===== config.mk =====
export PLATFORM = sky130hd
export DESIGN_NAME = sigmoid_uart_top
export DESIGN_NICKNAME = d
export VERILOG_FILES = /design/src/common/sigmoid_pkg.sv /design/src/common/uart_pkg.sv /design/src/hw/sigmoid_sequencer.sv /design/src/hw/sigmoid_uart_top.sv /design/src/sigmoid/sigmoid_pwl.sv /design/src/uart/uart_rx.sv /design/src/uart/uart_tx.sv
export VERILOG_INCLUDE_DIRS = /design/src /design/src/common
export SDC_FILE = /design/constraint.sdc
export NUM_CORES = 1
export LEC_CHECK = 0
export BUFFER_PORTS_ARGS = -buffer_cell sky130_fd_sc_hd__buf_2
export CELL_PAD_IN_SITES_DETAIL_PLACEMENT = 0
export CELL_PAD_IN_SITES_GLOBAL_PLACEMENT = 1
export CORE_ASPECT_RATIO = 0.6
export CORE_MARGIN = 2
export CORE_UTILIZATION = 53
export DETAILED_ROUTE_END_ITERATION = 10
export MAX_ROUTING_LAYER = met4
export PLACE_DENSITY = 0.82
export SETUP_SLACK_MARGIN = 0.4
export SYNTH_ARGS = -nofsm -noshare
export SYNTH_HDL_FRONTEND = slang
export SYNTH_HIERARCHICAL = 1
export SYNTH_SLANG_ARGS = --single-unit

===== constraint.sdc =====
create_clock -name clk -period 5.4 [get_ports clk]
set_input_delay 1.08 -clock clk [delete_from_list [all_inputs] [get_ports clk]]
set_output_delay 1.08 -clock clk [all_outputs]
set_load 0.02 [all_outputs]

===== src/common/sigmoid_settings.svh =====
`ifndef SIGMOID_SETTINGS_SVH
`define SIGMOID_SETTINGS_SVH

// serial bit period in clock cycles
`define SIGMOID_CLKS_PER_BIT 16

// argument bytes, high byte first
`define SIGMOID_IN_BYTES 2

// result bytes, low byte first
`define SIGMOID_OUT_BYTES 6

`endif


===== src/common/sigmoid_pkg.sv =====
package sigmoid_pkg;

	// signed Q4.12
	typedef logic signed [15:0] sig_arg_t;

	// linear pieces of the approximation
	typedef enum logic [1:0] {
		seg_center,
		seg_inner,
		seg_outer,
		seg_saturate
	} sig_segment_e;

	// unsigned Q16.32
	typedef struct packed {
		logic [15:0] int_part;
		logic [31:0] frac;
	} sig_fixed_t;

	// same word seen as serial bytes or as a fixed-point value
	typedef union packed {
		logic [5:0][7:0] bytes;
		sig_fixed_t fixed;
	} sigmoid_result_u;

endpackage


===== src/common/uart_pkg.sv =====
package uart_pkg;

	// byte from the receiver, valid is a one-cycle strobe
	typedef struct packed {
		logic valid;
		logic [7:0] data;
	} uart_rx_byte_t;

	// request to the transmitter, start is a one-cycle strobe
	typedef struct packed {
		logic start;
		logic [7:0] data;
	} uart_tx_req_t;

endpackage


===== src/hw/sigmoid_sequencer.sv =====
`include "sigmoid_settings.svh"

module sigmoid_sequencer import uart_pkg::*, sigmoid_pkg::*; (
	input logic clk,
	input logic reset,
	input uart_rx_byte_t rx_byte,
	output sig_arg_t arg,
	output logic arg_valid,
	input sigmoid_result_u result,
	input logic result_valid,
	output uart_tx_req_t tx_req,
	input logic busy
);

	localparam int IN_BYTES = `SIGMOID_IN_BYTES;
	localparam int OUT_BYTES = `SIGMOID_OUT_BYTES;
	localparam int RD_W = $clog2(IN_BYTES + 1);
	localparam int WR_W = $clog2(OUT_BYTES + 1);
	localparam logic [RD_W-1:0] RD_LAST = RD_W'(IN_BYTES - 1);
	localparam logic [WR_W-1:0] WR_DONE = WR_W'(OUT_BYTES);

	typedef enum logic [1:0] {
		idle,
		reading,
		converting,
		transmitting
	} seq_state_t;

	seq_state_t state;
	logic [RD_W-1:0] rd_cnt;
	logic [WR_W-1:0] wr_cnt;
	logic arg_valid_q;
	logic start_q;
	logic [7:0] tx_data_q;
	sig_arg_t arg_q;
	sigmoid_result_u result_q;
	logic take_byte;
	logic tx_ready;
	logic send_byte;

	assign take_byte = (state == idle || state == reading) && rx_byte.valid;
	// no start two cycles running, busy only rises after the first
	assign tx_ready = state == transmitting && !busy && !start_q;
	assign send_byte = tx_ready && wr_cnt != WR_DONE;

	always_ff @(posedge clk) begin
		if (reset) begin
			state <= idle;
			rd_cnt <= '0;
			wr_cnt <= '0;
			arg_valid_q <= 1'b0;
			start_q <= 1'b0;
		end else begin
			arg_valid_q <= 1'b0;
			start_q <= 1'b0;
			unique case (state)
				idle, reading: begin
					if (take_byte) begin
						if (rd_cnt == RD_LAST) begin
							rd_cnt <= '0;
							arg_valid_q <= 1'b1;
							state <= converting;
						end else begin
							rd_cnt <= rd_cnt + 1'b1;
							state <= reading;
						end
					end
				end
				converting: begin
					if (result_valid)
						state <= transmitting;
				end
				transmitting: begin
					if (send_byte) begin
						start_q <= 1'b1;
						wr_cnt <= wr_cnt + 1'b1;
					end else if (tx_ready) begin
						// last stop bit is out
						wr_cnt <= '0;
						state <= idle;
					end
				end
			endcase
		end
	end

	always_ff @(posedge clk) begin
		if (take_byte)
			arg_q <= {arg_q[7:0], rx_byte.data};
		if (state == converting && result_valid)
			result_q <= result;
		if (send_byte)
			tx_data_q <= result_q.bytes[wr_cnt];
	end

	assign arg = arg_q;
	assign arg_valid = arg_valid_q;
	assign tx_req.start = start_q;
	assign tx_req.data = tx_data_q;

endmodule


===== src/hw/sigmoid_uart_top.sv =====
module sigmoid_uart_top import uart_pkg::*, sigmoid_pkg::*; (
	input logic clk,
	input logic reset,
	input logic rx,
	output logic tx
);

	uart_rx_byte_t rx_byte;
	sig_arg_t arg;
	logic arg_valid;
	sigmoid_result_u result;
	logic result_valid;
	uart_tx_req_t tx_req;
	logic busy;

	uart_rx uart_rx_instance1 (
		.clk(clk),
		.reset(reset),
		.rx(rx),
		.rx_byte(rx_byte)
	);

	sigmoid_sequencer sigmoid_sequencer_instance1 (
		.clk(clk),
		.reset(reset),
		.rx_byte(rx_byte),
		.arg(arg),
		.arg_valid(arg_valid),
		.result(result),
		.result_valid(result_valid),
		.tx_req(tx_req),
		.busy(busy)
	);

	sigmoid_pwl sigmoid_pwl_instance1 (
		.clk(clk),
		.reset(reset),
		.arg(arg),
		.arg_valid(arg_valid),
		.result(result),
		.result_valid(result_valid)
	);

	uart_tx uart_tx_instance1 (
		.clk(clk),
		.reset(reset),
		.tx_req(tx_req),
		.busy(busy),
		.tx(tx)
	);

endmodule


===== src/sigmoid/sigmoid_pwl.sv =====
module sigmoid_pwl import sigmoid_pkg::*; (
	input logic clk,
	input logic reset,
	input sig_arg_t arg,
	input logic arg_valid,
	output sigmoid_result_u result,
	output logic result_valid
);

	// breakpoints 1, 2.375 and 5 in Q4.12
	localparam logic [15:0] BP_INNER = 16'd4096;
	localparam logic [15:0] BP_OUTER = 16'd9728;
	localparam logic [15:0] BP_SAT = 16'd20480;

	// offsets 0.5, 0.625 and 0.84375 as Q.32 fractions
	localparam logic [31:0] OFS_CENTER = 32'h8000_0000;
	localparam logic [31:0] OFS_INNER = 32'hA000_0000;
	localparam logic [31:0] OFS_OUTER = 32'hD800_0000;

	logic [15:0] mag_in;
	sig_segment_e seg_in;
	logic [31:0] mag_ext;
	sigmoid_result_u s2_next;

	logic s1_valid;
	logic s1_neg;
	logic [15:0] s1_mag;
	sig_segment_e s1_seg;
	logic s2_valid;
	logic s2_neg;
	sigmoid_result_u s2_val;

	// -32768 maps to 32768, still fits unsigned
	assign mag_in = arg[15] ? 16'(-arg) : 16'(arg);

	always_comb begin
		if (mag_in < BP_INNER)
			seg_in = seg_center;
		else if (mag_in < BP_OUTER)
			seg_in = seg_inner;
		else if (mag_in < BP_SAT)
			seg_in = seg_outer;
		else
			seg_in = seg_saturate;
	end

	// Q4.12 to Q.32 is a shift by 20, minus the slope shift
	assign mag_ext = {16'd0, s1_mag};

	always_comb begin
		s2_next = '0;
		unique case (s1_seg)
			seg_center: s2_next.fixed.frac = (mag_ext << 18) + OFS_CENTER;
			seg_inner: s2_next.fixed.frac = (mag_ext << 17) + OFS_INNER;
			seg_outer: s2_next.fixed.frac = (mag_ext << 15) + OFS_OUTER;
			seg_saturate: s2_next.fixed.int_part = 16'd1;
		endcase
	end

	always_ff @(posedge clk) begin
		if (reset) begin
			s1_valid <= 1'b0;
			s2_valid <= 1'b0;
			result_valid <= 1'b0;
		end else begin
			s1_valid <= arg_valid;
			s2_valid <= s1_valid;
			result_valid <= s2_valid;
		end
	end

	always_ff @(posedge clk) begin
		s1_neg <= arg[15];
		s1_mag <= mag_in;
		s1_seg <= seg_in;
		s2_neg <= s1_neg;
		s2_val <= s2_next;
		// 1 - v lands in the fraction alone, since v is at least 0.5
		if (s2_neg) begin
			result.fixed.int_part <= 16'd0;
			result.fixed.frac <= 32'd0 - s2_val.fixed.frac;
		end else begin
			result <= s2_val;
		end
	end

endmodule


===== src/uart/uart_rx.sv =====
`include "sigmoid_settings.svh"

module uart_rx import uart_pkg::*; (
	input logic clk,
	input logic reset,
	input logic rx,
	output uart_rx_byte_t rx_byte
);

	localparam int CLKS_PER_BIT = `SIGMOID_CLKS_PER_BIT;
	localparam int CNT_W = $clog2(CLKS_PER_BIT);
	localparam logic [CNT_W-1:0] HALF_LAST = CNT_W'(CLKS_PER_BIT / 2 - 1);
	localparam logic [CNT_W-1:0] BIT_LAST = CNT_W'(CLKS_PER_BIT - 1);

	typedef enum logic [1:0] {
		rx_idle,
		rx_start,
		rx_data,
		rx_stop
	} rx_state_t;

	rx_state_t state;
	logic rx_meta;
	logic rx_sync;
	logic rx_prev;
	logic [CNT_W-1:0] cnt;
	logic [2:0] bit_idx;
	logic [7:0] shreg;
	logic valid_q;
	logic fall;

	assign fall = rx_prev && !rx_sync;

	always_ff @(posedge clk) begin
		if (reset) begin
			rx_meta <= 1'b1;
			rx_sync <= 1'b1;
			rx_prev <= 1'b1;
			state <= rx_idle;
			cnt <= '0;
			bit_idx <= '0;
			valid_q <= 1'b0;
		end else begin
			rx_meta <= rx;
			rx_sync <= rx_meta;
			rx_prev <= rx_sync;
			valid_q <= 1'b0;
			cnt <= cnt + 1'b1;
			unique case (state)
				rx_idle: begin
					cnt <= '0;
					if (fall)
						state <= rx_start;
				end
				rx_start: begin
					// half a bit in, line must still be low
					if (cnt == HALF_LAST) begin
						cnt <= '0;
						bit_idx <= '0;
						state <= rx_sync ? rx_idle : rx_data;
					end
				end
				rx_data: begin
					if (cnt == BIT_LAST) begin
						cnt <= '0;
						bit_idx <= bit_idx + 1'b1;
						if (bit_idx == 3'd7)
							state <= rx_stop;
					end
				end
				rx_stop: begin
					// stop bit midpoint, level not checked
					if (cnt == BIT_LAST) begin
						valid_q <= 1'b1;
						state <= rx_idle;
					end
				end
			endcase
		end
	end

	// lsb first
	always_ff @(posedge clk) begin
		if (state == rx_data && cnt == BIT_LAST)
			shreg <= {rx_sync, shreg[7:1]};
	end

	assign rx_byte.valid = valid_q;
	assign rx_byte.data = shreg;

endmodule


===== src/uart/uart_tx.sv =====
`include "sigmoid_settings.svh"

module uart_tx import uart_pkg::*; (
	input logic clk,
	input logic reset,
	input uart_tx_req_t tx_req,
	output logic busy,
	output logic tx
);

	localparam int CLKS_PER_BIT = `SIGMOID_CLKS_PER_BIT;
	localparam int CNT_W = $clog2(CLKS_PER_BIT);
	localparam logic [CNT_W-1:0] BIT_LAST = CNT_W'(CLKS_PER_BIT - 1);
	localparam logic [3:0] STOP_BIT = 4'd9;

	logic [CNT_W-1:0] cnt;
	logic [3:0] bit_idx;
	logic [8:0] shreg;
	logic accept;
	logic bit_end;

	assign accept = tx_req.start && !busy;
	assign bit_end = busy && cnt == BIT_LAST;

	always_ff @(posedge clk) begin
		if (reset) begin
			busy <= 1'b0;
			tx <= 1'b1;
			cnt <= '0;
			bit_idx <= '0;
		end else if (accept) begin
			// start bit goes out right away
			busy <= 1'b1;
			tx <= 1'b0;
			cnt <= '0;
			bit_idx <= '0;
		end else if (bit_end) begin
			cnt <= '0;
			if (bit_idx == STOP_BIT) begin
				busy <= 1'b0;
			end else begin
				tx <= shreg[0];
				bit_idx <= bit_idx + 1'b1;
			end
		end else if (busy) begin
			cnt <= cnt + 1'b1;
		end
	end

	// data bits then stop, refilled with idle level
	always_ff @(posedge clk) begin
		if (accept)
			shreg <= {1'b1, tx_req.data};
		else if (bit_end)
			shreg <= {1'b1, shreg[8:1]};
	end

endmodule


# --- After elaboration in Yosys (flattened, before gate mapping) ---
# Cells that the tools add are included.
word_totals:
  regBits: 194
  inputBits: 3
  out_inout_bits: 1
  word_cells: 154
op_classes:
  addsub: 11
  n_lt_le_gt_ge: 4
  eq_ne: 26
  mux: 41
  bitwise: 5
  n_reduce_logical: 35
ops:
  columns: ["cell", "n"]
  rows:
  - ["$pmux W32 S3", 1]
  - ["$add A32 B32 Y32 const B", 2]
  - ["$add A31 B32 Y32 const B", 1]
  - ["$mux W32", 1]
  - ["$sub A1 B32 Y32 const A", 1]
  - ["$bmux W8 S3", 1]
  - ["$mux W2", 12]
  - ["$mux W8", 3]
  - ["$ne A2 B1 Y1 const B", 9]
  - ["$lt A16 B13 Y1 const B", 1]
  - ["$lt A16 B14 Y1 const B", 1]
  - ["$lt A16 B15 Y1 const B", 1]
  - ["$mux W16", 1]
  - ["$neg A16 Y16", 1]
  - ["$add A4 B1 Y4 const B", 3]
  - ["$eq A2 B2 Y1 const B", 6]
  - ["$eq A4 B4 Y1 const B", 3]
  - ["$mux W1", 12]
  - ["$mux W3", 4]
  - ["$pmux W4 S3", 1]
  - ["$reduce_and A2 Y1", 5]
  - ["$reduce_or A2 Y1", 5]
  - ["$logic_and A1 B1 Y1", 9]
  - ["$eq A2 B1 Y1 const B", 4]
  - ["other kinds (20)", 34]

# --- Longest topological paths before layout ---
# Gate-level depths: netlist (run 1).
depth:
  depth_word: 6
  depth_mapped: 9
  ltp_nobuf: 8

# --- Modules after synthesis ---
# The synthesis (run 1) kept the hierarchy.
modules_own_cells:
  columns: ["mod", "n_inst", "cells_per_inst", "area_each_um2", "seq_area_each_um2"]
  rows:
  - ["sigmoid_sequencer", 1, 157, 2960.3, 2342.2]
  - ["sigmoid_pwl", 1, 281, 2672.6, 1181.1]
  - ["uart_tx", 1, 72, 833.3, 440.4]
  - ["uart_rx", 1, 63, 808.3, 500.5]

# --- Worst setup path before layout (run 1) ---
# OpenSTA, ideal clock, no wires.
synth_path:
  path_type: "register -> register"
  start: "reg sigmoid_sequencer_instance1.state[1]"
  end: "reg sigmoid_sequencer_instance1/result_q[0] in the netlist's numbering, enable pin"
  setup_ns: 0.522
  arrival_time_ns: 3.989
  required_ns: 4.878
  path_slack_ns: 0.888
  path_stages_with_launch: 3
  path_buffers: 0
  synth_period_minus_slack_ns: 4.512
  cell_sequence: "dfxtp_1 -> inv_1 -> nor3b_1"
synth_via:
  elab_chain_cells: 2
synth_lines:
  columns: ["element", "line_no", "source"]
  rows:
  - ["start, declared", "sigmoid_sequencer.sv:29", "seq_state_t state;"]
  - ["start signal, assigned", "sigmoid_sequencer.sv:48", "state <= idle;"]
  - ["start signal, assigned", "sigmoid_sequencer.sv:62", "state <= converting;"]
  - ["start signal, assigned", "sigmoid_sequencer.sv:65", "state <= reading;"]
  - ["$eq A2 B2 Y1", "sigmoid_sequencer.sv:90", "if (state == converting && result_valid)"]
  - ["$logic_and A1 B1 Y1", "sigmoid_sequencer.sv:90", null]
  - ["end signal, assigned", "sigmoid_sequencer.sv:91", "result_q <= result;"]
  - ["end, declared", "sigmoid_sequencer.sv:36", "sigmoid_result_u result_q;"]
# No other way between the ends.
# A chain may end at the register's enable or synchronous reset.

# --- Final worst setup path (run 1) ---
layout_path:
  start: "reg sigmoid_sequencer_instance1.arg_q[0], in the netlist sigmoid_sequencer_instance1/arg[0]"
  end: "reg sigmoid_pwl_instance1.s1_seg[0]"
layout_via:
  elab_chain_cells: 5
  elab_cells_between_ends: 7
  cone_classes: "add/sub: 1; order compare: 3; mux: 3"
layout_lines:
  columns: ["element", "line_no", "source"]
  rows:
  - ["start, declared", "sigmoid_sequencer.sv:35", "sig_arg_t arg_q;"]
  - ["start signal, assigned", "sigmoid_sequencer.sv:89", "arg_q <= {arg_q[7:0], rx_byte.data};"]
  - ["$neg A16 Y16", "sigmoid_pwl.sv:34", "assign mag_in = arg[15] ? 16'(-arg) : 16'(arg);"]
  - ["$mux W16 *", "sigmoid_pwl.sv:34", null]
  - ["$lt A16 B15 Y1", "sigmoid_pwl.sv:41", "else if (mag_in < BP_SAT)"]
  - ["$mux W1", "sigmoid_pwl.sv:41", null]
  - ["$mux W1", "sigmoid_pwl.sv:39", "else if (mag_in < BP_OUTER)"]
  - ["end signal, assigned", "sigmoid_pwl.sv:75", "s1_seg <= seg_in;"]
  - ["end, declared", "sigmoid_pwl.sv:28", "sig_segment_e s1_seg;"]
# Every way passes the cells marked *; elsewhere a longest branch is shown, timed or not.

==> results.ini, run 1 <==
[placement]
gp_congestion = 0.775
io_buffers = 3
dp_hpwl_um = 7510
dpl.cell_count = 723

[sta]
skew_ps = 10.9
hold_violations = 0
fin_setup_tns_ps = 0
rsz0062_at_grt = no
setup_viol = 0
slew_violations = 0
timing.slew.headroom_pct = 25.2
max_freq_mhz = 407
fin_crit_ps = 2460
tightest_slew_ps = 1120
fin_crit_sh_pct = 45.5

[critical_path]
max_stage_delay_ps = 570
cp-startpoint = sigmoid_sequencer_instance1/arg[0]
crit_slowest_cell = or3b_2
path_max_fanout = 6
worst-r2r-setup-slack_ps = 2940
setup.worst_path.class = flop to flop
setup.worst_path.start_class = flop
timing.rr.end = sigmoid_pwl_instance1/s1_seg[0]
path_cells = inv_1, ha_1, or3b_2, or2_2, o22ai_1, a2111oi_4, o32a_1
cp.arrival_ps = 2760
end_kind = flop
rr_startpoint = sigmoid_sequencer_instance1/arg[0]
r2r_cells = 7
critPathRequiredTime_ps = 5700
crit_path_end = sigmoid_pwl_instance1/s1_seg[0]

[finish]
mostFrequentLayoutCell = dfxtp_1
drive_above_1_share_pct = 11.7
antenna_cells = 0
finalNonFillerCells = 755
final_cell_mix = dfxtp_1 (91), edfxtp_1 (88), xnor2_1 (32), conb_1 (30), nand2_1 (29)
nets = 582
areaGrowthSynthToFinish_pct = 7.14

[synthesis]
postSynth.asyncResetShare_pct = 0
synth_ff_type = dfxtp_1
synthDistinctLibCells = 60
syn_inst = 573
synth_enable_flop_cells = 88
synth-seq-cells = 179
ys_warn_count = 6
synth-seq-area-share_pct = 61.4
netlist_area_um2 = 7270
synth.avg_cell_area_um2 = 12.7

[clock_tree]
cts.path.max_buffers = 2
clk_pin_slew_ps = 70
tritoncts = built
hold_buffers = 0
clockRootBuffer = clkbuf_16
cts-resized-gates = 0
cts_setup_buffers = 0
htreeDepth = 4
clock_sinks = 179
clkLatencyLatePin_ps = 420
cts_buffers = 17

[grt]
grt-ovfl-total = 0
grt_start_max_net_pins = 49
grt_pass1_vias = 3794
grt_pass1_wl_um = 19000
gr-usage-all-layers_pct = 17.2
antenna_found_initial = 0

[drt]
dr_total_vias = 3938
remaining_drc_errors = 0
drt-initial-drc-count = 239
via_per_inst = 5.22
wire_per_inst_um = 14.5
drt_pass1_iterations = 5
finalWirelength_um = 11000
ant_nets = 0

[die]
die_area_um2 = 14700
die_y_um = 94.8
start_util_pct = 53.7
io_pins = 4
die_w_um = 155
core_area_um2 = 13500
num_rows = 33

[run]
drv_cap = 0

[power]
ir_drop_uv = 215
p_total_mw = 2.56
power.share.clock_pct = 44.2
p_int_mw = 2.05
p_leak_nw = 2.78
swShare_pct = 19.8
p_sw_mw = 0.506
comb_power_share_pct = 0.4
powerDensity_nw_per_um2 = 329
pwr-share-seq_pct = 55.4

[outcome]
status = complete, no violations

[worst_hold_path]
min_path_type = flop to flop

## state kept, by name (all words and copies together) (netlist names), 3 cells and up, named ones only
| signal | count |
|---|---|
| uart_rx_instance1/shreg | 8 |
| uart_rx_instance1/bit_idx | 3 |
| uart_tx_instance1/shreg | 8 |
| sigmoid_sequencer_instance1/wr_cnt | 3 |
| sigmoid_sequencer_instance1/arg | 16 |
| sigmoid_pwl_instance1/s2_val | 18 |
| uart_tx_instance1/cnt | 4 |
| sigmoid_pwl_instance1/s1_mag | 16 |
| uart_rx_instance1/cnt | 4 |
| sigmoid_sequencer_instance1/result_q | 48 |
| sigmoid_sequencer_instance1/tx_data_q | 8 |
| sigmoid_pwl_instance1/result | 18 |
| uart_tx_instance1/bit_idx | 4 |
## cell families (layout without fill, tap and decap cells)
logic type | after synthesis | count (layout) | synth area share [%]
compound gates | 93 | 93 | 8.88
xor+xnor | 37 | 37 | 4.45
fa+ha+maj | 12 | 12 | 2.06
buf+inv | 87 | 65 | 6.85
flops | 179 | 179 | 61.4
mux | 31 | 31 | 5.80
other cells | 1 | 30 | 0.0516
simple gates | 133 | 133 | 10.5
## power by group through the flow
stage,clock network [mW],registers (mW),logic (mW)
floorplan,0,1.45,0.0233
global placement,0,1.45,0.0101
detailed placement,0,1.45,0.0103
CTS,1.16,1.42,0.0103
global route,1.22,1.42,0.0132
finish,1.13,1.42,0.0107
## metrics by stage
| stage | hold WS, ps | area, µm² | utilization [%] | setup slack, ps |
|---|---|---|---|---|
| final | 330 | 7790 | 57.5 | 2940 |
| after global routing | 345 | 7790 | 57.5 | 2850 |
| after CTS | 334 | 7790 | 57.5 | 2960 |
| after detailed placement | 320 | 7250 | 53.5 | 2990 |
| after global placement | 316 | 7250 | 53.5 | 3060 |
| after floorplan | 310 | 7380 | - | 888 |
## how the worst min path moves through the flow
stage | startpoint | endpoint | slack (ps) | cells after the start
CTS | sigmoid_pwl_instance1/s1_neg | sigmoid_pwl_instance1/s2_neg | 330 | 0
global route | sigmoid_pwl_instance1/s1_neg | sigmoid_pwl_instance1/s2_neg | 350 | 0
detailed placement | sigmoid_pwl_instance1/s1_neg | sigmoid_pwl_instance1/s2_neg | 320 | 0
global placement | sigmoid_pwl_instance1/s1_neg | sigmoid_pwl_instance1/s2_neg | 320 | 0
finish | sigmoid_pwl_instance1/s1_neg | sigmoid_pwl_instance1/s2_neg | 330 | 0
floorplan | sigmoid_pwl_instance1/s1_neg | sigmoid_pwl_instance1/s2_neg | 310 | 0
## layer usage
metal	track usage [%]	vias up	wire, µm
met5	-	-	0
met4	5.50	0	111
li1	-	1981	-
met2	24.4	49	4640
met3	4.41	9	360
met1	24.4	1899	5860
## synth_stat cells (all sizes together) (10+ instances only)
library cell / n / area (µm²)
xnor2: 32 / 280
nand2: 29 / 109
clkbuf: 15 / 56.3
edfxtp: 88 / 2640
mux2i: 14 / 140
o22ai: 13 / 81.3
o21ai: 24 / 120
inv: 27 / 101
o31ai: 10 / 93.8
nand2b: 10 / 62.6
ha: 12 / 150
nor2: 18 / 67.6
dfxtp: 91 / 1820
nor2b: 15 / 93.8
a21oi: 23 / 115
buf: 45 / 340
## final cells by class
cell class              instances  area (µm²)
clock buffers                  20         437
multi-input cells             336        2430
well taps                     175         219
inverters                      27         101
flip-flops and latches        179        4460
repair buffers                  6        37.5
fillers                      1100        5750
clock inverters                12         109
## critical path, delay by kind of cell (launching register included)
kind	cells	cell delay, ps
AO/OA/AOI/OAI	3	730
adder cells (fa/ha/maj)	1	150
buffers and inverters	1	90
flip-flops	1	440
AND/OR/NAND/NOR	2	930
(Power assumes the default switching activity.)
==> run 2, diff against run 1 <==
- clock period: 5.4 -> 2.37 ns (I/O delays scaled with it)
==> run 2 against run 1 <==
Wire length is 4.0% higher; sequential cell count is the same; cell count grew 2.3%; core utilization up 2.3 points; clock-buffer cell count unchanged; register-to-register slack worse by 2700 ps; die area stayed put; via count is 2.0% higher; global-route usage rose by 0.27 points; non-clock buffer count is 17 higher; worst setup slack got worse by 2700 ps; largest power group unchanged.
==> results.ini, run 2 (same netlist as run 1, synthesis figures left out) <==
[grt]
grt_start_max_net_pins = 49  ; unchanged
grt_pass1_wl_um = 19200  ; was 19,000 µm
antenna_found_initial = 0  ; unchanged
grt_pass1_vias = 3898  ; was 3,794
grt-ovfl-total = 0  ; unchanged
gr-usage-all-layers_pct = 17.5  ; was 17.2%

[die]
start_util_pct = 53.7  ; unchanged
die_y_um = 94.8  ; unchanged
core_area_um2 = 13500  ; unchanged
die_w_um = 155  ; unchanged
num_rows = 33  ; unchanged
die_area_um2 = 14700  ; unchanged
io_pins = 4  ; unchanged

[clock_tree]
clockRootBuffer = clkbuf_16  ; unchanged
clkLatencyLatePin_ps = 420  ; about the same
clock_sinks = 179  ; unchanged
cts.path.max_buffers = 2  ; unchanged
hold_buffers = 0  ; unchanged
tritoncts = built  ; unchanged
clk_pin_slew_ps = 70  ; about the same
cts_buffers = 17  ; unchanged
htreeDepth = 4  ; unchanged

[sta]
fin_crit_ps = 2170  ; was 2460 ps
hold_violations = 0  ; unchanged
slew_violations = 0  ; unchanged
fin_crit_sh_pct = 91.6  ; was 45.5%
skew_ps = 10.5  ; was 10.9 ps
max_freq_mhz = 461  ; was 407 MHz
rsz0062_at_grt = yes  ; was no
setup_viol = 0  ; unchanged
tightest_slew_ps = 698  ; was 1120 ps
setup_ws_ps = 199  ; was 2940 ps
timing.slew.headroom_pct = 53.5  ; was 25.2%
fin_setup_tns_ps = 0  ; unchanged
whs_ps = 237  ; was 330 ps

[critical_path]
cp.arrival_ps = 2530  ; was 2760 ps
r2r_cells = 7  ; unchanged
setup.worst_path.start_class = flop  ; unchanged
path_max_fanout = 5  ; was 6
setup.worst_path.class = flop to flop  ; unchanged
worst-r2r-setup-slack_ps = 200  ; was 2940 ps
critPathRequiredTime_ps = 2730  ; was 5700 ps
end_kind = flop  ; unchanged

[finish]
antenna_cells = 0  ; unchanged
reg_top3 = sigmoid_sequencer_instance1/result_q (48), sigmoid_pwl_instance1/result (18), sigmoid_pwl_instance1/s2_val (18)  ; unchanged
areaGrowthSynthToFinish_pct = 11.4  ; was 7.14%
regMostFlops = sigmoid_sequencer_instance1/result_q  ; unchanged
nets = 599  ; was 582
multi_input_area_um2 = 2540  ; was 2430 µm²
final_cell_mix = dfxtp_1 (88), edfxtp_1 (88), xnor2_1 (32), conb_1 (30), nand2_1 (28)  ; was dfxtp_1 (91), edfxtp_1 (88), xnor2_1 (32), conb_1 (30), nand2_1 (29)
finish.utilization_pct = 59.9  ; was 57.5%
register_area_um2 = 4470  ; was 4460 µm²
drive_above_1_share_pct = 18.8  ; was 11.7%
largest_reg_flops = 48  ; unchanged
stdcell_area_um2 = 8110  ; was 7790 µm²
fill_cells = 1018  ; was 1,100

[outcome]
status = complete, no violations  ; unchanged

[drt]
top_layer = met4  ; unchanged
dr_total_vias = 4018  ; was 3,938
wire_per_inst_um = 14.8  ; was 14.5 µm
wl_met3_um = 412  ; was 360 µm
drt-initial-drc-count = 266  ; was 239
drt-met1-wl_um = 5920  ; was 5860 µm
via_per_inst = 5.20  ; was 5.22
finalWirelength_um = 11400  ; was 11,000 µm
drt_pass1_iterations = 4  ; was 5
remaining_drc_errors = 0  ; unchanged
ant_nets = 0  ; unchanged
dr_wl_met2_um = 4950  ; was 4640 µm

[placement]
dpl_cell_area_um2 = 7350  ; was 7250 µm²
dp_hpwl_um = 7650  ; was 7510 µm
pre_cts_slack_ps = 74.3  ; was 2990 ps
io_buffers = 3  ; unchanged
gp_congestion = 0.794  ; was 0.775

[worst_hold_path]
min_path_type = input port to flop  ; was flop to flop
whs_path_depth = 2  ; was 0

[power]
p_leak_nw = 2.94  ; was 2.78 nW
ir_drop_uv = 424  ; was 215 µV
powerDensity_nw_per_um2 = 747  ; was 329 nW/µm²

[run]
drv_cap = 0  ; unchanged

[run 2: cell type report]
| type | count | share of cell area [%] |
|---|---|---|
| clock buffers | 20 | 6.03 |
| clock inverters | 12 | 1.47 |
| inverters | 27 | 1.25 |
| multi-input cells | 336 | 31.4 |
| flip-flops and latches | 179 | 55.1 |
| well taps | 175 | 2.70 |
| repair buffers | 23 | 2.04 |
[run 2: layer usage]
layer	GRT usage, %	up-vias
li1	-	2013
met1	24.1	1931
met2	25.6	63
met3	4.08	11
met4	6.35	0
met5	-	-
[run 2: repair_timing]
item                       in CTS  in global routing
setup endpoints to repair       9                  6
pin swaps                       4                  7
setup buffers                   7                  2
gates resized for setup         4                 16
[run 2: worst max-delay path: stages (launching register included)]
cell and delay, ps:
edfxtp_1 430, inv_1 130, ha_4 140, or3b_4 430
a2111oi_4 320, nor3b_2 110, a2111oi_4 350, o32a_1 190
[run 2: where the power goes]
group / switching [mW] / total (mW) / internal (mW)
Combinational: 0.0189 / 0.0251 / 0.00619
Sequential: 0.00306 / 3.23 / 3.23
Clock: 1.18 / 2.80 / 1.62
[run 2: worst paths after layout]
path	start	endpoint
setup / recovery	sigmoid_sequencer_instance1/arg[0]	sigmoid_pwl_instance1/s1_seg[0]
hold reg to reg	sigmoid_pwl_instance1/s1_neg	sigmoid_pwl_instance1/s2_neg
setup reg to reg	sigmoid_sequencer_instance1/arg[0]	sigmoid_pwl_instance1/s1_seg[0]
hold / removal	rx	uart_rx_instance1/rx_meta
[run 2: stage by stage]
step                power (mW)  instances
floorplan                 3.35        602
global placement          3.32        731
detailed placement        3.32        731
CTS                       6.11        770
global route              6.24        772
finish                    6.05        772
